File: config.mk
export PLATFORM = sky130hd
export DESIGN_NAME = im_downscale_top
export DESIGN_NICKNAME = d
export VERILOG_FILES = /design/src/hdl/downscale_pkg.sv /design/src/hdl/block_addr_gen.sv /design/src/hdl/block_gather.sv /design/src/hdl/mean_tree.sv /design/src/hdl/im_downscale_top.sv
export SDC_FILE = /design/constraint.sdc
export NUM_CORES = 1
export LEC_CHECK = 0
export ABC_AREA = 1
export ABC_CLOCK_PERIOD_IN_PS = 26700
export BUFFER_PORTS_ARGS = -buffer_cell sky130_fd_sc_hd__buf_2
export CAP_MARGIN = 0
export CORE_UTILIZATION = 56
export DETAILED_ROUTE_END_ITERATION = 12
export GPL_ROUTABILITY_DRIVEN = 0
export PLACE_DENSITY_LB_ADDON = 0.15
export SLEW_MARGIN = 10
export SYNTH_ARGS = -nofsm -noshare
export SYNTH_HDL_FRONTEND = slang
export SYNTH_SLANG_ARGS = --single-unit
export TNS_END_PERCENT = 10
File: constraint.sdc
create_clock -name iclk -period 26.7 [get_ports iclk]
set_input_delay 8.01 -clock iclk [delete_from_list [all_inputs] [get_ports iclk]]
set_output_delay 8.01 -clock iclk [all_outputs]
set_load 0.01 [all_outputs]
File: src/hdl/downscale_pkg.sv
package downscale_pkg;

    // pixel format
    localparam int CH_W = 8;

    // averaging window, square and power of two
    localparam int BLK        = 4;
    localparam int BLK_LOG2   = 2;
    localparam int BLK_PIXELS = BLK * BLK;

    typedef logic [CH_W-1:0] chan_t;

    typedef struct packed {
        chan_t r;
        chan_t g;
        chan_t b;
    } pixel_t;

    // index 0 is the top left pixel, row-major inside the block
    typedef pixel_t [BLK_PIXELS-1:0] block_t;

endpackage

File: src/hdl/block_addr_gen.sv
`timescale 1ns/1ps

module block_addr_gen import downscale_pkg::*; #(
    parameter int IMG_W     = 640,
    parameter int IMG_H     = 480,
    parameter int IN_ADDR_W = 20
)(
    input  logic                 iclk,
    input  logic                 i_reset,
    input  logic                 i_start,
    input  logic [IN_ADDR_W-1:0] i_start_ptr,
    input  logic                 i_frame_done,
    output logic                 o_rd_en,
    output logic [IN_ADDR_W-1:0] o_rd_addr,
    output logic                 o_busy,
    output logic                 o_frame_last
);

    localparam int BLK_X = IMG_W / BLK;
    localparam int BLK_Y = IMG_H / BLK;
    localparam int BX_W  = (BLK_X > 1) ? $clog2(BLK_X) : 1;
    localparam int BY_W  = (BLK_Y > 1) ? $clog2(BLK_Y) : 1;

    logic                 rd_active;
    logic [IN_ADDR_W-1:0] base_ptr;
    logic [BLK_LOG2-1:0]  col;       // offset inside the block
    logic [BLK_LOG2-1:0]  row;
    logic [BX_W-1:0]      bx;        // block coordinates
    logic [BY_W-1:0]      by;

    logic col_last;
    logic row_last;
    logic bx_last;
    logic by_last;
    logic start_ok;

    logic [BY_W+BLK_LOG2-1:0] pix_y;
    logic [BX_W+BLK_LOG2-1:0] pix_x;

    assign col_last = (col == BLK_LOG2'(BLK - 1));
    assign row_last = (row == BLK_LOG2'(BLK - 1));
    assign bx_last  = (bx == BX_W'(BLK_X - 1));
    assign by_last  = (by == BY_W'(BLK_Y - 1));
    assign start_ok = i_start & ~o_busy;   // start ignored while busy

    assign o_frame_last = rd_active & col_last & row_last & bx_last & by_last;

    // block size is a power of two so the pixel coordinate is a concatenation
    assign pix_y = {by, row};
    assign pix_x = {bx, col};

    assign o_rd_addr = base_ptr + IN_ADDR_W'(pix_y * IMG_W) + IN_ADDR_W'(pix_x);
    assign o_rd_en   = rd_active;

    always_ff @(posedge iclk) begin
        if (i_reset) begin
            o_busy    <= 1'b0;
            rd_active <= 1'b0;
            col       <= '0;
            row       <= '0;
            bx        <= '0;
            by        <= '0;
        end else if (start_ok) begin
            o_busy    <= 1'b1;
            rd_active <= 1'b1;
            col       <= '0;
            row       <= '0;
            bx        <= '0;
            by        <= '0;
        end else begin
            if (i_frame_done)
                o_busy <= 1'b0;
            if (rd_active) begin
                col <= col + 1'b1;   // wraps at block edge
                if (col_last) begin
                    row <= row + 1'b1;
                    if (row_last) begin
                        // next block to the right, or first block of next block row
                        bx <= bx_last ? '0 : bx + 1'b1;
                        if (bx_last)
                            by <= by_last ? '0 : by + 1'b1;
                    end
                end
                if (o_frame_last)
                    rd_active <= 1'b0;
            end
        end
    end

    always_ff @(posedge iclk) begin
        if (start_ok)
            base_ptr <= i_start_ptr;
    end

endmodule

File: src/hdl/block_gather.sv
`timescale 1ns/1ps

module block_gather import downscale_pkg::*; #(
    parameter int OUT_ADDR_W = 13
)(
    input  logic                  iclk,
    input  logic                  i_reset,
    input  logic                  i_start,
    input  logic                  i_rd_en,
    input  pixel_t                i_rd_data,
    output logic                  o_blk_valid,
    output block_t                o_blk,
    output logic [OUT_ADDR_W-1:0] o_blk_addr
);

    localparam int CNT_W = $clog2(BLK_PIXELS);

    logic             rd_en_d;   // strobe aligned with returning data
    logic [CNT_W-1:0] pix_cnt;
    logic             pix_last;

    assign pix_last = (pix_cnt == CNT_W'(BLK_PIXELS - 1));

    always_ff @(posedge iclk) begin
        if (i_reset) begin
            rd_en_d     <= 1'b0;
            pix_cnt     <= '0;
            o_blk_valid <= 1'b0;
        end else begin
            rd_en_d     <= i_rd_en;
            o_blk_valid <= rd_en_d & pix_last;
            if (i_start)
                pix_cnt <= '0;
            else if (rd_en_d)
                pix_cnt <= pix_cnt + 1'b1;
        end
    end

    // running output address, one step per finished block
    always_ff @(posedge iclk) begin
        if (i_reset)
            o_blk_addr <= '0;
        else if (i_start)
            o_blk_addr <= '0;
        else if (o_blk_valid)
            o_blk_addr <= o_blk_addr + 1'b1;
    end

    // newest pixel enters at the top, first pixel ends up at index 0
    always_ff @(posedge iclk) begin
        if (rd_en_d)
            o_blk <= {i_rd_data, o_blk[BLK_PIXELS-1:1]};
    end

endmodule

File: src/hdl/mean_tree.sv
`timescale 1ns/1ps

module mean_tree import downscale_pkg::*; #(
    parameter int OUT_ADDR_W = 13
)(
    input  logic                  iclk,
    input  logic                  i_reset,
    input  logic                  i_valid,
    input  block_t                i_blk,
    input  logic [OUT_ADDR_W-1:0] i_addr,
    output logic                  o_valid,
    output pixel_t                o_mean,
    output logic [OUT_ADDR_W-1:0] o_addr
);

    localparam int ROW_W = CH_W + BLK_LOG2;       // sum of one row
    localparam int TOT_W = CH_W + 2 * BLK_LOG2;   // sum of whole block

    typedef struct packed {
        logic [ROW_W-1:0] r;
        logic [ROW_W-1:0] g;
        logic [ROW_W-1:0] b;
    } row_sum_t;

    row_sum_t [BLK-1:0]    s1_sum;
    logic                  s1_valid;
    logic [OUT_ADDR_W-1:0] s1_addr;

    logic [TOT_W-1:0] tot_r;
    logic [TOT_W-1:0] tot_g;
    logic [TOT_W-1:0] tot_b;

    function automatic row_sum_t row_sum(input pixel_t [BLK-1:0] px);
        row_sum_t s;
        s = '0;
        for (int j = 0; j < BLK; j++) begin
            s.r = s.r + ROW_W'(px[j].r);
            s.g = s.g + ROW_W'(px[j].g);
            s.b = s.b + ROW_W'(px[j].b);
        end
        return s;
    endfunction

    // stage one, per-row sums
    always_ff @(posedge iclk) begin
        for (int i = 0; i < BLK; i++)
            s1_sum[i] <= row_sum(i_blk[i*BLK +: BLK]);
        s1_addr <= i_addr;
    end

    always_comb begin
        tot_r = '0;
        tot_g = '0;
        tot_b = '0;
        for (int i = 0; i < BLK; i++) begin
            tot_r = tot_r + TOT_W'(s1_sum[i].r);
            tot_g = tot_g + TOT_W'(s1_sum[i].g);
            tot_b = tot_b + TOT_W'(s1_sum[i].b);
        end
    end

    // stage two, divide by 16 by dropping the low bits
    always_ff @(posedge iclk) begin
        o_mean.r <= tot_r[TOT_W-1 -: CH_W];
        o_mean.g <= tot_g[TOT_W-1 -: CH_W];
        o_mean.b <= tot_b[TOT_W-1 -: CH_W];
        o_addr   <= s1_addr;
    end

    always_ff @(posedge iclk) begin
        if (i_reset) begin
            s1_valid <= 1'b0;
            o_valid  <= 1'b0;
        end else begin
            s1_valid <= i_valid;
            o_valid  <= s1_valid;
        end
    end

endmodule

File: src/hdl/im_downscale_top.sv
`timescale 1ns/1ps

module im_downscale_top import downscale_pkg::*; #(
    parameter int IMG_W      = 640,
    parameter int IMG_H      = 480,
    parameter int IN_ADDR_W  = $clog2(IMG_W * IMG_H) + 1,   // room for a start offset
    parameter int OUT_ADDR_W = $clog2((IMG_W / BLK) * (IMG_H / BLK))
)(
    input  logic                  iclk,
    input  logic                  i_reset,
    input  logic                  i_start,
    input  logic [IN_ADDR_W-1:0]  i_start_ptr,
    output logic                  o_rd_en,
    output logic [IN_ADDR_W-1:0]  o_rd_addr,
    input  pixel_t                i_rd_data,
    output logic                  o_wr_en,
    output logic [OUT_ADDR_W-1:0] o_wr_addr,
    output pixel_t                o_wr_data,
    output logic                  o_busy,
    output logic                  o_done
);

    localparam int OUT_PIXELS = (IMG_W / BLK) * (IMG_H / BLK);

    logic                  start_acc;
    logic                  frame_last;
    logic                  frame_done;
    logic                  reads_done;   // all reads of the frame issued
    logic [OUT_ADDR_W-1:0] wr_cnt;

    logic                  blk_valid;
    block_t                blk;
    logic [OUT_ADDR_W-1:0] blk_addr;

    assign start_acc  = i_start & ~o_busy;
    assign frame_done = o_wr_en & reads_done & (wr_cnt == OUT_ADDR_W'(OUT_PIXELS - 1));

    block_addr_gen #(
        .IMG_W     (IMG_W),
        .IMG_H     (IMG_H),
        .IN_ADDR_W (IN_ADDR_W)
    ) block_addr_gen_i (
        .iclk         (iclk),
        .i_reset      (i_reset),
        .i_start      (i_start),
        .i_start_ptr  (i_start_ptr),
        .i_frame_done (frame_done),
        .o_rd_en      (o_rd_en),
        .o_rd_addr    (o_rd_addr),
        .o_busy       (o_busy),
        .o_frame_last (frame_last)
    );

    block_gather #(
        .OUT_ADDR_W (OUT_ADDR_W)
    ) block_gather_i (
        .iclk        (iclk),
        .i_reset     (i_reset),
        .i_start     (start_acc),
        .i_rd_en     (o_rd_en),
        .i_rd_data   (i_rd_data),
        .o_blk_valid (blk_valid),
        .o_blk       (blk),
        .o_blk_addr  (blk_addr)
    );

    // write port comes straight off the tree
    mean_tree #(
        .OUT_ADDR_W (OUT_ADDR_W)
    ) mean_tree_i (
        .iclk    (iclk),
        .i_reset (i_reset),
        .i_valid (blk_valid),
        .i_blk   (blk),
        .i_addr  (blk_addr),
        .o_valid (o_wr_en),
        .o_mean  (o_wr_data),
        .o_addr  (o_wr_addr)
    );

    always_ff @(posedge iclk) begin
        if (i_reset) begin
            wr_cnt     <= '0;
            reads_done <= 1'b0;
            o_done     <= 1'b0;
        end else begin
            o_done <= frame_done;   // one cycle after the last write
            if (start_acc) begin
                wr_cnt     <= '0;
                reads_done <= 1'b0;
            end else begin
                if (frame_last)
                    reads_done <= 1'b1;
                if (o_wr_en)
                    wr_cnt <= wr_cnt + 1'b1;
            end
        end
    end

endmodule

==> Word level (Yosys, flattened, before mapping) <==
Cells that the tools add are included.
{ "totals": {"out_inout_bits": 63, "elab_cells": 163, "ff_bits": 639, "in_bits": 47} }
{ "op_classes": {"mul": 1, "eq_ne": 6, "n_mux": 7, "n_addsub": 54, "n_reduce_logical": 5, "n_bitwise": 9} }
{ "op_table": {"columns": ["op", "count"], "rows": [
  ["10-bit by 8-bit adder with 10-bit output", 24],
  ["8-bit by 8-bit adder with 9-bit output", 12],
  ["12-bit by 10-bit adder with 12-bit output", 6],
  ["10-bit by 10-bit adder with 11-bit output", 3],
  ["15-bit by 1-bit adder with 15-bit output, second input constant", 2],
  ["20-bit by 10-bit adder with 20-bit output", 1],
  ["20-bit by 19-bit adder with 20-bit output", 1],
  ["15-bit equality test, second input constant", 1],
  ["9-bit by 3-bit multiplier with 12-bit output, second input constant", 1],
  ["8-bit by 1-bit adder with 8-bit output, second input constant", 1],
  ["1-bit bitwise AND", 8],
  ["8-bit equality test, second input constant", 1],
  ["8-bit two-way mux", 1],
  ["7-bit by 1-bit adder with 7-bit output, second input constant", 1],
  ["7-bit equality test, second input constant", 1],
  ["7-bit two-way mux", 1],
  ["1-bit two-way mux", 5],
  ["2-bit by 1-bit adder with 2-bit output, second input constant", 2],
  ["4-bit by 1-bit adder with 4-bit output, second input constant", 1],
  ["2-bit equality test, second input constant", 2],
  ["4-bit equality test, second input constant", 1],
  ["4-bit AND reduction", 1],
  ["3-bit AND reduction", 1],
  ["2-bit AND reduction", 1],
  ["3 further kinds", 3]
]} }

==> Depth between registers and ports, before layout <==
Gate-level depths: netlist of run 1.
{ "logic_depth": {"ltp_word": 8, "mapped_depth": 18} }

==> By module <==
From an unflattened synthesis of run 1, not the netlist that was laid out.
{ "hier_totals": {"hier_cells": 2829, "hier_area_um2": 32244.7} }
{ "modules_own_cells": {"columns": ["mod", "seq_area_each_um2", "area_each_um2", "n_inst", "cells_per_inst"], "rows": [
  ["mean_tree", 3523.4, 15508.6, 1, 1744],
  ["block_gather", 11951.5, 12537.0, 1, 524],
  ["block_addr_gen", 1021.0, 3335.7, 1, 432],
  ["im_downscale_top", 340.3, 863.3, 1, 129]
]} }

==> Worst setup path after synthesis of run 1 <==
Ideal clock, no wire load.
{ "synth_timing": {"kind": "register -> output", "startpoint": "reg block_addr_gen_i.by[1]", "endpoint": "out o_rd_addr[17]", "stages_incl_launch_ff": 17, "path_buffers": 0, "t_arrival_ps": 2841, "setup_slack_ps": 15849, "path_cell_list": "dfxtp_1 > ha_1 > ha_1 > inv_1 > fa_1 > inv_1 > nand4_1 > o211ai_1 > xnor2_1 > inv_1 > ha_1 > ha_1 > a21oi_1 > o21ai_0 > a21oi_1 > nand3_1 > nand2_1"} }
{ "synth_between": {"elab_chain_cells": 3} }
{ "synth_rtl": {"columns": ["element", "line_no", "source"], "rows": [
  ["start: declaration", "block_addr_gen.sv:29", "logic [BY_W-1:0] by;"],
  ["start signal: assignment", "block_addr_gen.sv:81", "by <= by_last ? '0 : by + 1'b1;"],
  ["9-bit by 3-bit multiplier with 12-bit output", "block_addr_gen.sv:52", "assign o_rd_addr = base_ptr + IN_ADDR_W'(pix_y * IMG_W) + IN_ADDR_W'(pix_x);"],
  ["20-bit by 19-bit adder with 20-bit output", "block_addr_gen.sv:52", null],
  ["20-bit by 10-bit adder with 20-bit output", "block_addr_gen.sv:52", null],
  ["end: declaration", "im_downscale_top.sv:14", "output logic [IN_ADDR_W-1:0] o_rd_addr,"]
]} }
No other way between the ends.

==> Worst setup path after layout of run 1 <==
{ "layout_timing": {"startpoint": "reg block_addr_gen_i.by[0]", "endpoint": "out o_rd_addr[17]"} }
The elaborated chain is that of the path after synthesis.

==> results of run 1 <==
routing by layer:
metal | vias to the layer above | routed length, um | global-route usage [%]
li1 | 11200 | - | -
met1 | 10400 | 27700 | 26.2
met2 | 413 | 28700 | 33.5
met3 | 114 | 2620 | 3.29
met4 | 10 | 1430 | 6.86
met5 | - | 53 | 0
final timing paths:
| path | depth (start not counted) | from | to | slack (ns) |
|---|---|---|---|---|
| setup / recovery | 18 | block_addr_gen_i.by[0] | o_rd_addr[17] | 14.66 |
| hold / removal | 0 | mean_tree_i.s1_addr[12] | mean_tree_i.o_addr[12] | 0.32 |
| setup reg to reg | 15 | mean_tree_i.s1_sum[20] | mean_tree_i.o_mean[22] | 23.30 |
| hold reg to reg | 0 | mean_tree_i.s1_addr[12] | mean_tree_i.o_addr[12] | 0.32 |
power groups by stage:
stage / clock network [W] / registers, W / logic (W)
3_5_place_dp: 0 / 0.00130 / 0.00216
3_3_place_gp: 0 / 0.00130 / 0.00210
2_1_floorplan: 0 / 0.00131 / 0.00166
5_1_grt: 0.00101 / 0.00129 / 0.00250
4_1_cts: 0.000971 / 0.00128 / 0.00218
6_report: 0.000944 / 0.00128 / 0.00219
through the flow:
step           std cells  total power (W)  cell area (um2)
2_1_floorplan       3335          0.00296            34200
3_3_place_gp        4225          0.00340            35800
3_5_place_dp        4225          0.00346            35800
4_1_cts             4354          0.00443            38000
5_1_grt             4354          0.00481            38000
6_report            4355          0.00441            38000
state kept, by name, indices dropped and copies added, names as in the netlist, 2 cells and up:
register and cells:
mean_tree_i.o_mean 24, block_addr_gen_i.bx 8, block_addr_gen_i.base_ptr 20, wr_cnt 15, block_gather_i.pix_cnt 4, mean_tree_i.s1_sum 120
block_gather_i.o_blk_addr 15, block_addr_gen_i.col 2, mean_tree_i.s1_addr 15, mean_tree_i.o_addr 15, block_gather_i.o_blk 384, block_addr_gen_i.by 7
block_addr_gen_i.row 2
cell type report:
class                           count  share of cell area [%]
Timing Repair Buffer              113                    1.55
Inverter                          755                    7.46
Antenna cell                        1                 0.00658
Clock inverter                     35                   0.714
Clock buffer                       94                    5.25
Tap cell                          782                    2.57
Sequential cell                   639                    44.3
Multi-Input combinational cell   1936                    38.2
cell usage in the layout (no fill, tap or decap), types with 13 or more instances in the layout:
| cell type | netlist | routed |
|---|---|---|
| nor3_1 | 23 | 23 |
| clkbuf_16 | 0 | 74 |
| a21o_1 | 25 | 25 |
| nand3_1 | 135 | 135 |
| inv_1 | 739 | 739 |
| buf_2 | 4 | 109 |
| clkbuf_1 | 1 | 13 |
| xnor2_1 | 85 | 85 |
| nand4_1 | 58 | 58 |
| edfxtp_1 | 404 | 404 |
| clkinv_1 | 4 | 13 |
| xor2_1 | 96 | 96 |
| o21ai_0 | 35 | 35 |
| a21oi_1 | 217 | 217 |
| dfxtp_1 | 235 | 234 |
| nor2_1 | 118 | 118 |
| ha_1 | 307 | 307 |
| nand2_1 | 568 | 568 |
| clkinv_2 | 0 | 13 |
| o21ai_1 | 20 | 20 |
| fa_1 | 155 | 155 |
| o211ai_1 | 28 | 28 |
cell families (layout without fill, tap and decap cells):
| group | after synthesis | in the layout | synth area share [%] |
|---|---|---|---|
| other cells | 0 | 1 | 0 |
| flops | 639 | 639 | 49.2 |
| compound gates | 350 | 350 | 5.66 |
| buf+inv | 760 | 997 | 8.36 |
| fa+ha+maj | 462 | 462 | 20.3 |
| simple gates | 943 | 943 | 11.9 |
| xor+xnor | 181 | 181 | 4.63 |
==> flow_metrics.env, run 1 <==
export IMPL_status="finished, final reports clean"
export IMPL_ys_async_sr_fraction_pct=0
export IMPL_relSlewSlack_pct=34.4
export IMPL_yosysMostFrequentCell="inv_1"
export IMPL_sw_frac_of_total_pct=40.8
export IMPL_root_buffer="clkbuf_16"
export IMPL_wl_per_cell_um=13.9
export IMPL_drt_pass1_iter_count=7
export IMPL_hold_slack_ns=0.324
export IMPL_synth_cell_type_count=45
export IMPL_grt_overflow_total=0
export IMPL_die_height_um=249
export IMPL_finalSetupViolations=0
export IMPL_cts_sinks=639
export IMPL_worst_path_buf_inv=4
export IMPL_grt_pass1_vias=22500
export IMPL_cp_slowest_cell="dfxtp_1"
export IMPL_setup_worst_path_start_class="flip-flop"
export IMPL_clk_latency_ns=0.60
export IMPL_drt_wl_total_um=60500
export IMPL_ys_ff_latch=639
export IMPL_tightestPinTransition_ns=0.983
export IMPL_vdd_drop_max_mv=0.113
export IMPL_rsz0062_at_grt="no"
export IMPL_path_cells="ha_1, ha_1, inv_1, fa_1, inv_1, nand4_1, o211ai_1, xnor2_1, inv_1, ha_1, ha_1, a21oi_1, o21ai_0, a21oi_1, nand2_1, nand2_1, nand2_1, buf_2"
export IMPL_path_max_fanout=7
export IMPL_utilization_pct=63.0
export IMPL_grt_pass1_wl_um=103000
export IMPL_gr_usage_all_layers_pct=19.9
export IMPL_syn_cell_area_mm2=0.0342
export IMPL_synth_net_count=3844
export IMPL_design_final_nets=4024
export IMPL_pre_cts_ws_ns=15.39
export IMPL_critPathMaxStageDelay_ns=0.46
export IMPL_areaGrowthSynthToFinish_pct=11.2
export IMPL_sequentialPowerShare_pct=29.0
export IMPL_clk_pin_slew_ns=0.06
export IMPL_netSwitchingPower_w=0.00180
export IMPL_vias=22100
export IMPL_p_leak_nw=18.1
export IMPL_antenna_found_initial=5
export IMPL_crit_arrival_ns=4.03
export IMPL_vias_per_cell=5.07
export IMPL_fin_crit_sh_pct=45.1
export IMPL_synth_cells=3335
export IMPL_p_clk_share_pct=21.4
export IMPL_fin_crit_ns=12.04
export IMPL_port_buffers=109
export IMPL_htreeDepth=3
export IMPL_drive_gt1_share_pct=7.17
export IMPL_start_util_pct=56.7
export IMPL_critPathMostFrequentCell="ha_1"
export IMPL_p_int_w=0.00261
export IMPL_die_area_mm2=0.0621
export IMPL_critPathKind="flip-flop to output pin"
export IMPL_drc_errors=0
export IMPL_io_pins=110
export IMPL_ys_flop_type="edfxtp_1"
export IMPL_dp_hpwl_um=46100
export IMPL_final_max_slew_violation_count=0
export IMPL_postCtsSetupRepairBufs=0
export IMPL_finalHoldViolCount=0
export IMPL_ys_warn_count=0
export IMPL_synth_avg_cell_area_um2=10.3
export IMPL_ys_top_cells_by_count="inv_1, nand2_1, edfxtp_1"
export IMPL_multi_input_area_mm2=0.0145
export IMPL_yosys_top_cells_area="edfxtp_1, dfxtp_1, ha_1, fa_1, inv_1"
export IMPL_yosysSeqAreaShare_pct=49.2
export IMPL_drt_iter0_drc=1198
export IMPL_cts_tree="done"
export IMPL_cp_data_required_time_ns=18.69
export IMPL_setup_slack_ns=14.66
export IMPL_drt_antenna_violating_nets=0
export IMPL_cap_violations=0
export IMPL_fillCellCount=4811
export IMPL_core_mm2=0.0604
export IMPL_die_w_um=249
export IMPL_hp_class="flip-flop to flip-flop"
export IMPL_fin_skew_ns=0.0171
export IMPL_post_cts_resized=0
export IMPL_grt_max_degree=150
export IMPL_power_density_mw_per_mm2=116
export IMPL_clk_path_buf_depth=3
export IMPL_crit_family="adder cells"
export IMPL_ctsHoldBuffers=0
export IMPL_end_kind="output pin"
export IMPL_yosys_area_top_type_share_pct=35.4
export IMPL_power_frac_comb_pct=49.6
export IMPL_cts_made_buffers=70
export IMPL_row_count=90
export IMPL_synth_edf_count=404
export IMPL_timing_fmax_mhz=83.1
export IMPL_tns_ns=0
export IMPL_ff_latch_area_mm2=0.0168
export IMPL_synth_top_area_cell="edfxtp_1"
Power figures use the tool's default switching activity.
==> inputs of run 2 (changes only) <==
- ABC_CLOCK_PERIOD_IN_PS: 26700 -> 10600
- clock period: 26.7 -> 10.6 ns (I/O delays scaled with it)
==> flow_metrics.env, run 2 (synthesis results as in run 1) <==
export IMPL_status="finished, final reports clean"
export IMPL_postCtsSetupRepairBufs=0
export IMPL_utilization_pct=63.1
export IMPL_die_area_mm2=0.0621
export IMPL_rsz0062_at_grt="no"
export IMPL_gr_usage_all_layers_pct=20.0
export IMPL_grt_util_met1_pct=26.0
export IMPL_start_util_pct=56.7
export IMPL_antenna_found_initial=6
export IMPL_power_density_mw_per_mm2=293
export IMPL_cts_sinks=639
export IMPL_wl_per_cell_um=14.0
export IMPL_dp_hpwl_um=46100
export IMPL_end_kind="output pin"
export IMPL_grt_pass1_vias=22600
export IMPL_grt_overflow_total=0
export IMPL_met3_usage_pct=3.30
export IMPL_design_area_mm2=0.0381
export IMPL_hold_end="mean_tree_i.o_addr[12]"
export IMPL_port_buffers=109
export IMPL_path_cells="ha_1, ha_1, inv_1, fa_1, inv_1, nand4_1, o211ai_1, xnor2_1, inv_1, ha_1, ha_1, a21oi_1, o21ai_0, a21oi_1, nand2_1, nand2_1, nand2_1, buf_2"
export IMPL_relSlewSlack_pct=34.8
export IMPL_cp_data_required_time_ns=7.42
export IMPL_top_regs="block_gather_i.o_blk x384, mean_tree_i.s1_sum x120, mean_tree_i.o_mean x24"
export IMPL_io_pins=110
export IMPL_die_w_um=249
export IMPL_busiest_layer="met2"
export IMPL_timing_fmax_mhz=140
export IMPL_htreeDepth=3
export IMPL_cts_made_buffers=70
export IMPL_sw_frac_of_total_pct=40.6
export IMPL_power_frac_comb_pct=49.4
export IMPL_vias=22100
export IMPL_fin_skew_ns=0.0209
export IMPL_path_max_fanout=7
export IMPL_grt_use_met2_pct=34.1
export IMPL_row_count=90
export IMPL_grt_pass1_wl_um=103000
export IMPL_clk_path_buf_depth=3
export IMPL_hp_class="flip-flop to flip-flop"
export IMPL_vias_per_cell=5.08
export IMPL_core_mm2=0.0604
export IMPL_vdd_drop_max_mv=0.289
export IMPL_grt_max_degree=150
export IMPL_tns_ns=0
export IMPL_crit_arrival_ns=3.97
export IMPL_finalSetupViolations=0
export IMPL_design_final_nets=4024
export IMPL_final_cell_mix="inv_1, nand2_1, edfxtp_1, ha_1, dfxtp_1"
export IMPL_drt_pass1_iter_count=6
export IMPL_drive_gt1_share_pct=7.11
export IMPL_ctsHoldBuffers=0
export IMPL_clk_pin_slew_ns=0.06
export IMPL_drt_iter0_drc=1279
export IMPL_die_height_um=249
export IMPL_areaGrowthSynthToFinish_pct=11.3
export IMPL_critPathKind="flip-flop to output pin"
export IMPL_clk_latency_ns=0.59
export IMPL_placed_area_mm2=0.0358
export IMPL_p_clk_share_pct=21.7
export IMPL_post_cts_resized=0
export IMPL_final_max_slew_violation_count=0
export IMPL_largest_reg_flops=384
export IMPL_crit_family="adder cells"
export IMPL_r2r_setup_slack_ns=7.23
export IMPL_worst_path_buf_inv=4
export IMPL_root_buffer="clkbuf_16"
export IMPL_p_int_w=0.00663
export IMPL_cts_tree="done"
export IMPL_setup_worst_path_start_class="flip-flop"
export IMPL_netSwitchingPower_w=0.00453
export IMPL_timing_rr_start="mean_tree_i.s1_sum[10]"
export IMPL_sequentialPowerShare_pct=28.9
export IMPL_finalHoldViolCount=0
export IMPL_cp_slowest_cell="dfxtp_1"
export IMPL_tightestPinTransition_ns=0.979
export IMPL_critPathMaxStageDelay_ns=0.45
export IMPL_r2r_end="mean_tree_i.o_mean[14]"
export IMPL_drc_errors=0
export IMPL_final_common_cell="inv_1"
export IMPL_hold_path_cell_count=0
export IMPL_drt_antenna_violating_nets=0
export IMPL_critPathMostFrequentCell="ha_1"
export IMPL_drt_wl_total_um=60800
export IMPL_fin_crit_ns=7.15
export IMPL_top_register="block_gather_i.o_blk"
export IMPL_fin_crit_sh_pct=67.4
export IMPL_min_from="mean_tree_i.s1_addr[12]"
export IMPL_p_leak_nw=18.1
export IMPL_r2r_cells=15
export IMPL_cap_violations=0
## run 2: cell types whose count changed in the layout (fill, tap and decap cells not counted), sizes merged
| cell | before | now |
|---|---|---|
| inv | 757 | 758 |
| clkbuf | 94 | 95 |
| bufinv | 3 | 5 |
| clkinv | 28 | 25 |
| diode | 1 | 2 |
## run 2: per-layer routing
metal,share of wire [%],vias up
met4,2.2,8
li1,-,11200
met2,48,455
met5,0.084,-
met1,45,10400
met3,4.3,111
## run 2: worst register-to-register path: stages, from the launching register on
cell	delay, ns
dfxtp_1	0.30
ha_1	0.25
fa_1	0.44
nand3_1	0.10
nand2_1	0.08
nand2_1	0.08
o211ai_1	0.12
xnor2_1	0.18
fa_1	0.49
inv_1	0.04
ha_1	0.37
inv_1	0.08
nor3_1	0.29
nand4_1	0.19
nand4_1	0.14
nand2_1	0.10
## run 2: worst max-delay path by stage
stage / cells past startpoint / endpoint / from / slack (ns)
after floorplan: 3 / block_gather_i.pix_cnt[2] / block_gather_i.rd_en_d / 0.71
after global placement: 18 / o_rd_addr[17] / block_addr_gen_i.by[0] / 4.23
after detailed placement: 18 / o_rd_addr[19] / block_addr_gen_i.by[0] / 4.07
after global routing: 18 / o_rd_addr[19] / block_addr_gen_i.by[0] / 3.11
final: 18 / o_rd_addr[19] / block_addr_gen_i.by[0] / 3.45
after CTS: 18 / o_rd_addr[19] / block_addr_gen_i.by[0] / 3.43
## run 2: power groups by stage
stage	clock (W)	sequential, W	combinational (W)
CTS	0.00248	0.00323	0.00548
global placement	0	0.00327	0.00528
floorplan	0	0.00330	0.00417
finish	0.00242	0.00322	0.00552
detailed placement	0	0.00328	0.00543
global route	0.00258	0.00326	0.00631
## run 2: through the flow
step                      power, W  setup slack (ns)  std cells  hold slack, ns
after floorplan            0.00747             0.706       3335           0.310
final                       0.0112              3.45       4357           0.326
after global placement     0.00856              4.23       4225           0.313
after detailed placement   0.00870              4.07       4225           0.312
after CTS                   0.0112              3.43       4355           0.326
after global routing        0.0121              3.11       4356           0.334
## run 2: cell type report
type                    count  area, um2
diodes                      2       5.00
repair buffers            113        588
clock inverters            35        320
inverters                 755       2840
well taps                 782        978
clock buffers              95       1990
multi-input cells        1936      14500
fillers                  4787      22300
flip-flops and latches    639      16800
==> inputs of run 3 (changes only) <==
- ABC_AREA: 1 -> 0
- ABC_CLOCK_PERIOD_IN_PS: 10600 -> 7000
- clock period: 10.6 -> 7 ns (I/O delays scaled with it)
==> flow_metrics.env, run 3 <==
export IMPL_antenna_found_initial=4
export IMPL_hp_class="flip-flop to flip-flop"
export IMPL_r2r_cells=15
export IMPL_drt_iter0_drc=790
export IMPL_htreeDepth=3
export IMPL_core_mm2=0.0576
export IMPL_synth_top_family_by_area="adder cells"
export IMPL_synth_compound_area_share_pct=7.39
export IMPL_synth_top_area_cell="edfxtp_1"
export IMPL_path_cells="ha_1, ha_1, inv_1, fa_1, nor2b_1, o21ai_1, a21boi_1, o21ai_0, a21boi_1, nor2_1, ha_1, ha_1, nand2_1, o21ai_1, nor3_1, a2111oi_1, o211a_1, buf_2"
export IMPL_critPathMostFrequentCell="ha_1"
export IMPL_fin_crit_sh_pct=93.7
export IMPL_end_kind="output pin"
export IMPL_crit_family="adder cells"
export IMPL_finalSetupViolations=0
export IMPL_power_frac_comb_pct=43.9
export IMPL_yosysSeqAreaShare_pct=51.7
export IMPL_hold_end="mean_tree_i.o_addr[9]"
export IMPL_ys_warn_count=0
export IMPL_final_max_slew_violation_count=0
export IMPL_dp_hpwl_um=39000
export IMPL_synth_cell_type_count=56
export IMPL_root_buffer="clkbuf_16"
export IMPL_drt_pass1_iter_count=7
export IMPL_p_int_w=0.00958
export IMPL_yosysMostFrequentCell="inv_1"
export IMPL_setup_worst_path_start_class="flip-flop"
export IMPL_tns_ns=0
export IMPL_rsz0062_at_grt="no"
export IMPL_fin_skew_ns=0.0192
export IMPL_critPathMaxStageDelay_ns=0.39
export IMPL_drt_antenna_violating_nets=0
export IMPL_sw_frac_of_total_pct=36.1
export IMPL_final_cell_mix="inv_1, edfxtp_1, ha_1, dfxtp_1, nor2_1"
export IMPL_vias_per_cell=5.01
export IMPL_synth_fa_ha_area_share_pct=21.3
export IMPL_cp_slowest_cell="fa_1"
export IMPL_p_clk_share_pct=24.2
export IMPL_port_buffers=109
export IMPL_grt_max_degree=184
export IMPL_path_max_fanout=6
export IMPL_ctsHoldBuffers=0
export IMPL_vias=18900
export IMPL_synth_avg_cell_area_um2=11.8
export IMPL_grt_pass1_vias=19700
export IMPL_postCtsSetupRepairBufs=0
export IMPL_grt_pass1_wl_um=91600
export IMPL_yosys_area_top_type_share_pct=37.2
export IMPL_cp_data_required_time_ns=4.90
export IMPL_muxShareOfSynthArea_pct=0.154
export IMPL_min_from="mean_tree_i.s1_addr[9]"
export IMPL_gr_usage_all_layers_pct=18.8
export IMPL_ys_async_sr_fraction_pct=0
export IMPL_critPathKind="flip-flop to output pin"
export IMPL_die_height_um=243
export IMPL_cts_tree="done"
export IMPL_syn_cell_area_mm2=0.0326
export IMPL_fin_crit_ns=6.56
export IMPL_diodes=0
export IMPL_power_density_mw_per_mm2=412
export IMPL_timing_rr_start="mean_tree_i.s1_sum[0]"
export IMPL_clk_pin_slew_ns=0.06
export IMPL_areaGrowthSynthToFinish_pct=11.6
export IMPL_status="finished, final reports clean"
export IMPL_drive_gt1_share_pct=7.63
export IMPL_io_pins=110
export IMPL_r2r_end="mean_tree_i.o_mean[7]"
export IMPL_synth_cells=2769
export IMPL_clk_path_buf_depth=3
export IMPL_top_regs="block_gather_i.o_blk x384, mean_tree_i.s1_sum x120, mean_tree_i.o_mean x24"
export IMPL_ys_top_cells_by_count="inv_1, edfxtp_1, ha_1"
export IMPL_largest_reg_flops=384
export IMPL_wl_per_cell_um=14.3
export IMPL_synth_xor_area_share_pct=6.24
export IMPL_finalPower_w=0.0150
export IMPL_yosys_area_share_simple_pct=6.73
export IMPL_hold_path_cell_count=0
export IMPL_netSwitchingPower_w=0.00541
export IMPL_die_area_mm2=0.0591
export IMPL_design_final_nets=3455
export IMPL_synth_edf_count=404
export IMPL_grt_overflow_total=0
export IMPL_r2r_setup_slack_ns=2.85
export IMPL_cts_made_buffers=70
export IMPL_tightestPinTransition_ns=1.04
export IMPL_drc_errors=0
export IMPL_finalHoldViolCount=0
export IMPL_synth_net_count=3278
export IMPL_ys_flop_type="edfxtp_1"
export IMPL_ys_ff_latch=639
export IMPL_relSlewSlack_pct=30.3
export IMPL_row_count=88
export IMPL_die_w_um=243
export IMPL_crit_arrival_ns=4.46
export IMPL_p_leak_nw=16.2
export IMPL_start_util_pct=56.6
export IMPL_yosys_top_cells_area="edfxtp_1, dfxtp_1, ha_1, fa_1, inv_1"
export IMPL_clk_latency_ns=0.59
export IMPL_timing_fmax_mhz=152
export IMPL_cts_sinks=639
export IMPL_worst_path_buf_inv=2
export IMPL_cap_violations=0
export IMPL_vdd_drop_max_mv=0.414
export IMPL_drt_wl_total_um=53700
export IMPL_final_common_cell="inv_1"
export IMPL_sequentialPowerShare_pct=31.8
export IMPL_top_register="block_gather_i.o_blk"
run 3: cell types whose count changed after synthesis, moves of 27 or more:
| cell | previous run | this run |
|---|---|---|
| o21ai_1 | 20 | 47 |
| inv_1 | 739 | 553 |
| nor2_1 | 118 | 189 |
| o211ai_1 | 28 | 1 |
| nor2b_1 | 0 | 34 |
| o41ai_1 | 0 | 28 |
| nand2_1 | 568 | 132 |
| a21oi_1 | 217 | 116 |
| a21o_1 | 25 | 52 |
| nand4_1 | 58 | 18 |
| xnor2_1 | 85 | 112 |
| nand3_1 | 135 | 8 |
run 3: layer usage:
metal	track usage (%)	part of all wire, %
met5	0	0.10
met4	5.86	2.1
met3	3.64	4.0
met2	32.0	48
met1	24.4	46
run 3: power groups by stage:
stage	combinational (W)	sequential, W	clock (W)
4_1_cts	0.00667	0.00477	0.00373
6_report	0.00659	0.00477	0.00363
3_3_place_gp	0.00640	0.00484	0
5_1_grt	0.00747	0.00481	0.00388
2_1_floorplan	0.00491	0.00486	0
3_5_place_dp	0.00661	0.00485	0
run 3: how the worst max path moves through the flow:
stage                            start                        end  slack (ns)  cells past startpoint
2_1_floorplan   block_gather_i.rd_en_d  block_gather_i.pix_cnt[3]        1.30                      3
3_3_place_gp    block_addr_gen_i.by[1]              o_rd_addr[18]        1.13                     18
3_5_place_dp   block_addr_gen_i.row[1]              o_rd_addr[18]        0.98                     18
4_1_cts        block_addr_gen_i.row[1]              o_rd_addr[18]        0.32                     18
5_1_grt        block_addr_gen_i.row[1]              o_rd_addr[18]       0.006                     18
6_report       block_addr_gen_i.row[1]              o_rd_addr[18]        0.44                     18
run 3: metrics by stage:
stage	worst slack (ns)	hold WS, ns	util [%]	std cells	instance area [um2]
floorplan	1.30	0.310	-	2769	32600
global placement	1.13	0.311	59.2	3639	34100
detailed placement	0.976	0.312	59.2	3639	34100
CTS	0.322	0.327	63.1	3768	36400
global route	0.00636	0.332	63.1	3768	36400
finish	0.441	0.326	63.1	3768	36400
run 3: final cells by class:
| class | count | area (um2) |
|---|---|---|
| well taps | 765 | 957 |
| multi-input cells | 1569 | 13600 |
| repair buffers | 113 | 588 |
| fillers | 4417 | 21200 |
| clock inverters | 28 | 251 |
| flip-flops and latches | 639 | 16800 |
| inverters | 553 | 2080 |
| clock buffers | 101 | 2010 |
run 3: cell families (layout without fill, tap and decap cells):
group	Yosys count	after routing
AOI/OAI and AO/OA	382	382
xor gates and xnor gates	232	232
adders and majority gates	462	462
buffers and inverters	561	795
DFF	639	639
muxes	5	5
and+or+nand+nor	488	488
run 3: what timing repair did:
| action | in CTS | in global routing |
|---|---|---|
| resized for setup | 0 | 2 |
| setup endpoints to repair | 0 | 1 |
| hold endpoints to repair | 0 | 0 |
